## config.mk

```make
export PLATFORM = sky130hd
export DESIGN_NAME = fetch_cache_top
export DESIGN_NICKNAME = d
export VERILOG_FILES = /design/src/fetch_cache_pkg.sv /design/src/fetch_cache_ctrl.sv /design/src/fetch_cache_mem.sv /design/src/fetch_cache_top.sv
export SDC_FILE = /design/constraint.sdc
export NUM_CORES = 2
export LEC_CHECK = 0
export ABC_AREA = 1
export BUFFER_PORTS_ARGS = -buffer_cell sky130_fd_sc_hd__buf_2
export CORE_UTILIZATION = 40
export DETAILED_ROUTE_END_ITERATION = 10
export GPL_ROUTABILITY_DRIVEN = 0
export PLACE_DENSITY = 0.6
export SYNTH_ARGS = -nofsm -noshare
export SYNTH_HDL_FRONTEND = slang
export SYNTH_SLANG_ARGS = --single-unit
```

## constraint.sdc

```tcl
create_clock -name clock -period 4.1 [get_ports clock]
set_clock_uncertainty 0.15 [all_clocks]
set_input_delay 0.615 -clock clock [delete_from_list [all_inputs] [get_ports clock]]
set_output_delay 0.615 -clock clock [all_outputs]
set_load 0.1 [all_outputs]
```

## src/fetch_cache_pkg.sv

```systemverilog
// Fetch cache shared types
package fetch_cache_pkg;

  // Cache geometry.
  localparam int line_bits    = 64;                   // One line is one 64-bit word.
  localparam int offset_bits  = 3;                    // Byte offset inside a line.
  localparam int index_bits   = 5;                    // Selects one of 32 lines.
  localparam int tag_bits     = 8;                    // Address tag kept per line.
  localparam int line_count   = 1 << index_bits;
  localparam int upper_bits   = 64 - tag_bits - index_bits - offset_bits;
  localparam int mem_tag_bits = 4;                    // Memory transaction tag width.

  // Memory bus command.
  typedef enum logic [1:0] {
    bus_none  = 2'b00,
    bus_load  = 2'b01,
    bus_store = 2'b10                                 // Reserved, the fetch path never writes.
  } bus_command_e;

  // Fetch address split into cache fields.
  typedef struct packed {
    logic [upper_bits-1:0]  upper;                    // Not part of the lookup.
    logic [tag_bits-1:0]    tag;
    logic [index_bits-1:0]  index;
    logic [offset_bits-1:0] offset;
  } fetch_addr_fields_s;

  // The same address word, seen whole or split into fields.
  typedef union packed {
    logic [63:0]        raw;
    fetch_addr_fields_s fields;
  } fetch_addr_u;

  // Request from the cache toward memory.
  typedef struct packed {
    bus_command_e command;
    logic [63:0]  addr;                               // Always line-aligned.
  } mem_request_s;

  // Reply from memory toward the cache.
  typedef struct packed {
    logic [mem_tag_bits-1:0] response;                // Granted tag, zero when refused.
    logic [line_bits-1:0]    data;
    logic [mem_tag_bits-1:0] tag;                     // Tag of returning data, zero for none.
  } mem_reply_s;

  // Line write from the controller into the storage.
  typedef struct packed {
    logic                  write;
    logic [index_bits-1:0] index;
    logic [tag_bits-1:0]   tag;
    logic [line_bits-1:0]  data;
  } line_fill_s;

endpackage

```

## src/fetch_cache_ctrl.sv

```systemverilog
// Fetch cache miss controller
module fetch_cache_ctrl
  import fetch_cache_pkg::*;
(
  input  logic         clock,
  input  logic         reset,
  input  fetch_addr_u  fetch_addr,
  input  logic         hit,
  input  mem_reply_s   mem_reply,
  output mem_request_s mem_request,
  output line_fill_s   line_fill
);

  logic [index_bits-1:0]   last_index;            // Index seen in the previous cycle.
  logic [tag_bits-1:0]     last_tag;              // Tag seen in the previous cycle.
  logic [mem_tag_bits-1:0] current_mem_tag;       // Transaction we are waiting on.
  logic [mem_tag_bits-1:0] next_mem_tag;
  logic                    miss_outstanding;      // A load still has to be accepted.
  logic                    changed_addr;
  logic                    send_request;
  logic                    fill_now;
  logic                    update_mem_tag;
  logic                    unanswered_miss;

  // A new address shows up as a different index or tag from last cycle.
  assign changed_addr = (fetch_addr.fields.index != last_index) ||
                        (fetch_addr.fields.tag != last_tag);

  // The request is only repeated while the address holds still.
  assign send_request = miss_outstanding && !changed_addr;

  assign mem_request.command = send_request ? bus_load : bus_none;
  assign mem_request.addr    = {fetch_addr.raw[63:offset_bits], {offset_bits{1'b0}}};

  // Returning data is ours when it carries the tag we were granted.
  assign fill_now = (current_mem_tag != '0) &&
                    (current_mem_tag == mem_reply.tag) &&
                    !changed_addr;                // Never write into a line we just left.

  assign line_fill.write = fill_now;
  assign line_fill.index = fetch_addr.fields.index;
  assign line_fill.tag   = fetch_addr.fields.tag;
  assign line_fill.data  = mem_reply.data;

  assign update_mem_tag = changed_addr || miss_outstanding || fill_now;

  always_comb begin
    // A grant only counts while we are actually asking, so a change clears the tag.
    if (send_request) begin
      next_mem_tag = mem_reply.response;
    end else begin
      next_mem_tag = '0;
    end

    // On a change the miss depends on the lookup, otherwise on the memory answer.
    if (changed_addr) begin
      unanswered_miss = !hit;
    end else begin
      unanswered_miss = miss_outstanding && (mem_reply.response == '0);
    end
  end

  always_ff @(posedge clock) begin
    if (reset) begin
      last_index       <= '1;                     // All ones, so the first address is new.
      last_tag         <= '1;
      current_mem_tag  <= '0;
      miss_outstanding <= 1'b0;
    end else begin
      last_index       <= fetch_addr.fields.index;
      last_tag         <= fetch_addr.fields.tag;
      miss_outstanding <= unanswered_miss;
      if (update_mem_tag) begin
        current_mem_tag <= next_mem_tag;
      end
    end
  end

  // A load goes out only for a line that still misses and never as the processor moves.
  assert property (@(posedge clock) disable iff (reset)
    (mem_request.command == bus_load) |-> !changed_addr && !hit);

  // A fill needs a transaction that was granted in an earlier cycle.
  assert property (@(posedge clock) disable iff (reset)
    line_fill.write |-> (current_mem_tag != '0) && !miss_outstanding);

endmodule

```

## src/fetch_cache_mem.sv

```systemverilog
// Fetch cache line storage
module fetch_cache_mem
  import fetch_cache_pkg::*;
(
  input  logic                 clock,
  input  logic                 reset,
  input  fetch_addr_u          lookup_addr,
  input  line_fill_s           line_fill,
  output logic                 hit,
  output logic [line_bits-1:0] line_data
);

  logic [line_bits-1:0] data_array [line_count];  // Line contents.
  logic [tag_bits-1:0]  tag_array [line_count];   // Address tag of each line.
  logic [line_count-1:0] valid_bits;              // One bit per line.
  logic [index_bits-1:0] lookup_index;
  logic [tag_bits-1:0]   stored_tag;

  assign lookup_index = lookup_addr.fields.index;
  assign stored_tag   = tag_array[lookup_index];

  // The lookup is combinational so a hit shows in the same cycle.
  assign hit       = valid_bits[lookup_index] && (stored_tag == lookup_addr.fields.tag);
  assign line_data = data_array[lookup_index];

  // Valid bits are the only state that needs a known value after reset.
  always_ff @(posedge clock) begin
    if (reset) begin
      valid_bits <= '0;
    end else if (line_fill.write) begin
      valid_bits[line_fill.index] <= 1'b1;
    end
  end

  // Data and tag are written together at the filled index.
  always_ff @(posedge clock) begin
    if (line_fill.write) begin
      data_array[line_fill.index] <= line_fill.data;
      tag_array[line_fill.index]  <= line_fill.tag;
    end
  end

  // Nothing can hit until a fill has happened after reset.
  assert property (@(posedge clock) reset |=> !hit);

endmodule

```

## src/fetch_cache_top.sv

```systemverilog
// Instruction fetch cache top
module fetch_cache_top
  import fetch_cache_pkg::*;
(
  input  logic                 clock,
  input  logic                 reset,
  input  fetch_addr_u          fetch_addr,
  input  mem_reply_s           mem_reply,
  output logic [line_bits-1:0] fetch_data,
  output logic                 fetch_valid,
  output mem_request_s         mem_request
);

  logic                 hit;                      // Lookup result from the storage.
  logic [line_bits-1:0] line_data;                // Line at the current index.
  line_fill_s           line_fill;                // Write from the controller.

  // The processor sees the storage lookup directly.
  assign fetch_valid = hit;
  assign fetch_data  = line_data;

  fetch_cache_ctrl fetch_cache_ctrl_i (
    .clock       (clock),
    .reset       (reset),
    .fetch_addr  (fetch_addr),
    .hit         (hit),
    .mem_reply   (mem_reply),
    .mem_request (mem_request),
    .line_fill   (line_fill)
  );

  fetch_cache_mem fetch_cache_mem_i (
    .clock       (clock),
    .reset       (reset),
    .lookup_addr (fetch_addr),
    .line_fill   (line_fill),
    .hit         (hit),
    .line_data   (line_data)
  );

endmodule

```

==> metrics.log <==
INFO  metric fin_crit = 3.98 ns
INFO  metric worst-endpoint-arrival = 3.21 ns
INFO  metric number_of_vias_after_detailed_routing = 52400
INFO  metric ff2ff_setup_slack = 0.75 ns
INFO  metric p_total = 50.8 mW
INFO  metric timing.critical_path.slowest_cell_delay = 0.62 ns
INFO  metric floorplan.die_area = 0.221 mm2
INFO  metric critical_path.startpoint_type = input pin
INFO  metric synth_seq_area_share = 80.0%
INFO  metric grt_max_degree = 97
INFO  metric footprint_of_the_multi_input_gates = 0.0153 mm2
INFO  metric hold_path_class = in2reg
INFO  metric first_global_vias = 50500
INFO  metric share_of_post_route_cells_with_drive_strength_above_1 = 15.1%
INFO  metric drcViolationCount = 0
INFO  metric detail_route.vias_per_cell = 5.88
INFO  metric crit-reg2reg-launch = fetch_cache_ctrl_i.last_tag[0]
INFO  metric share_seq_of_total_power = 52.0%
INFO  metric fillerInstances = 18200
INFO  metric finalHoldWorstSlack = 0.0895 ns
INFO  metric synthToLayoutAreaGrowth = 17.7%
INFO  metric cp-startpoint = fetch_addr[3]
INFO  metric crit_cells = 11
INFO  metric power_switching_share = 22.4%
INFO  metric ioPinCount = 269
INFO  metric synth_cells = 5536
INFO  metric ys_warn_count = 0
INFO  metric clock_latency_at_the_later_pin_of_the_worst_skew_pair = 0.86 ns
INFO  metric die_height = 470 um
INFO  metric cts-root-to-sink-buffers = 3
INFO  metric netlist_area = 0.0877 mm2
INFO  metric timing.hold.worst_endpoint = fetch_cache_mem_i.data_array[27][47]
INFO  metric fin_ws = 0.124 ns
INFO  metric combinationalPowerShare = 6.1%
INFO  metric detail_route.iter0.violations = 6413
INFO  metric max_cap_viol_count = 0
INFO  metric synth.cells.most_frequent = 2304 x edfxtp_1, 1024 x a22oi_1, 846 x nand2_1
INFO  metric post-synth-top-count-cell = edfxtp_1
INFO  metric firstDrtPassIters = 6
INFO  metric grt_first_pass_wirelength = 364 mm
INFO  metric holdPathStages = 1
INFO  metric yosys.area.top_type_share = 78.9%
INFO  metric grt_antenna_before_repair = 23
INFO  metric synthArstFlopShare = 0%
INFO  metric power_density = 491 mW/mm2
INFO  metric detailedPlace.worstSlack = 0.0851 ns
INFO  metric worst-setup-path-type = in2out
INFO  metric core_area = 0.218 mm2
INFO  metric ant_nets = 0
INFO  metric worstPathMaxFanout = 20
INFO  metric yosys.cell_types.count = 34
INFO  metric route.final.wire_length = 254 mm
INFO  metric cp_cell_sequence = buf_4 -> buf_6 -> nor2_4 -> buf_12 -> buf_4 -> a22oi_1 -> a21oi_1 -> nor4_1 -> nand4_1 -> buf_4 -> buf_2
INFO  metric seq_area = 0.0702 mm2
INFO  metric final-max-slew-violation-count = 0
INFO  metric synth_seq_cells = 2354
INFO  metric fin_setup_tns = 0 ns
INFO  metric io_buffer_count = 165
INFO  metric final_nets = 6004
INFO  metric max_freq = 0.251 GHz
INFO  metric clock_tree.root_cell = clkbuf_16
INFO  metric worst_path_top_cell_family_by_delay = buffers and inverters
INFO  metric rows = 171
INFO  metric crit_path_end_kind = output port
INFO  metric synthFlopType = edfxtp_1
INFO  metric routed_wire_length_per_instance = 28.5 um
INFO  metric timing.slew.headroom = 45.0%
INFO  metric h_tree_levels = 4
INFO  metric switching_power = 11.4 mW
INFO  metric tritoncts.num_buffers = 228
INFO  metric hp-start = mem_reply[51]
INFO  metric worst_ir_drop_vdd = 432 uV
INFO  metric cts_tree = done
INFO  metric clock_sinks = 2354
INFO  metric synth_area_per_cell = 15.8 um2
INFO  metric grt_setup_unrepaired = no
INFO  metric critical_path_required = 3.34 ns
INFO  metric clock_power_share = 41.9%
INFO  metric run_status = finished, final reports clean
INFO  metric ff2ff_path_depth = 10
INFO  metric internal_power = 39.4 mW
INFO  metric chipWidth = 470 um
INFO  metric clkSlewWorstSetupHoldPaths = 0.06 ns
INFO  metric grt.overflow.total = 0
INFO  metric crit_top_cell = buf_4
INFO  metric worst_slew_pin_slew = 0.825 ns
INFO  metric leakage = 33.7 nW
INFO  metric finalHoldViolCount = 0
INFO  metric critical_path.slowest_cell = nor4_1
INFO  metric setup_viol = 0
INFO  metric synth-edff-count = 2304
INFO  metric globalRouteTotalUtil = 22.5%
INFO  metric yosysTopAreaCell = edfxtp_1
INFO  metric final_min_period_over_clock_period = 97.0%
INFO  metric crit_buf_inv = 6
INFO  metric hpwl_detailed = 140 mm
INFO  metric crit-reg2reg-capture = fetch_cache_mem_i.data_array[31][22]
INFO  metric netlist_top_cells_area = edfxtp_1 79%, a22oi_1 8.8%, nand2_1 3.6%
INFO  metric start_util = 40.3%
per-layer routing:
metal / track usage [%] / wire length [um]
met4: 5.85 / 5470
met3: 3.18 / 21000
met1: 32.1 / 106000
met5: 0 / 68
met2: 36.4 / 122000
worst max path at each step:
stage	end	slack [ns]
3_5_place_dp	fetch_data[22]	0.09
3_3_place_gp	fetch_data[22]	0.06
4_1_cts	fetch_data[22]	0.07
6_report	fetch_data[10]	0.12
2_1_floorplan	fetch_cache_mem_i.data_array[4][0]	0.13
5_1_grt	fetch_data[27]	0.05
sequential cells by signal, indices dropped and copies added (netlist names):
signal,flops
fetch_cache_ctrl_i.current_mem_tag,4
fetch_cache_mem_i.tag_array,256
fetch_cache_ctrl_i.last_index,5
fetch_cache_mem_i.data_array,2048
fetch_cache_ctrl_i.last_tag,8
fetch_cache_mem_i.valid_bits,32
fetch_cache_ctrl_i.miss_outstanding,1
stage by stage:
step	cells	util, %	instance area [um2]
3_5_place_dp	8486	44.0	95700
2_1_floorplan	5539	-	87700
3_3_place_gp	8486	44.0	95700
5_1_grt	8916	47.5	103000
6_report	8920	47.5	103000
4_1_cts	8911	47.5	103000
repair_timing:
item / in CTS / in global routing
hold endpoints to repair: 5 / 0
resized for setup: 0 / 3
setup endpoints to repair: 0 / 4
hold buffers: 4 / 0
buffers inserted: 0 / 0
placed cells by master (no fill, tap or decap), drive strengths merged:
cell type | synthesis | final
xnor2 | 9 | 9
nor4 | 66 | 66
xor2 | 7 | 7
buf | 175 | 486
o2111ai | 1 | 1
nor2 | 31 | 31
nand3 | 37 | 37
conb | 1 | 4
bufinv | 0 | 29
dlygate4sd3 | 0 | 4
nand4 | 39 | 39
or2 | 50 | 50
a21oi | 473 | 473
a22oi | 1024 | 1024
nand2 | 848 | 848
o22ai | 17 | 17
clkbuf | 219 | 281
nor3 | 25 | 25
nor4b | 17 | 17
edfxtp | 2304 | 2304
o21ai | 14 | 14
clkinv | 0 | 99
dfxtp | 50 | 50
inv | 129 | 136
diode | 0 | 9
clkinvlp | 0 | 6
power by group through the flow:
stage | Combinational [mW] | Clock (mW) | Sequential, mW
2_1_floorplan | 1.95 | 0 | 26.9
3_3_place_gp | 3.07 | 0 | 26.9
3_5_place_dp | 3.10 | 0 | 26.9
4_1_cts | 3.11 | 21.5 | 26.4
5_1_grt | 3.28 | 22.4 | 26.4
6_report | 3.10 | 21.3 | 26.4
final cells by class:
type	count	share of cell area, %
diodes	9	0.0218
clock inverters	141	1.53
clock buffers	280	5.78
flip-flops and latches	2354	67.9
inverters	129	0.647
repair buffers	491	5.85
well taps	2854	3.46
multi-input cells	2662	14.8
worst reg2reg max path, delay by kind of cell (launching register included):
kind | cells | cell delay, ns
AOI/OAI and AO/OA | 1 | 0.16
and+or+nand+nor | 5 | 1.36
buffers and inverters | 3 | 0.80
xor gates and xnor gates | 1 | 0.25
DFF | 1 | 0.30
cell families after synthesis:
group	share of synthesized area, %
xor gates and xnor gates	0.160
other	0.00427
and+or+nand+nor	5.52
buffers and inverters	2.65
DFF	80.0
AOI/OAI and AO/OA	11.7
Note: power is estimated with default switching activity, not from simulation.
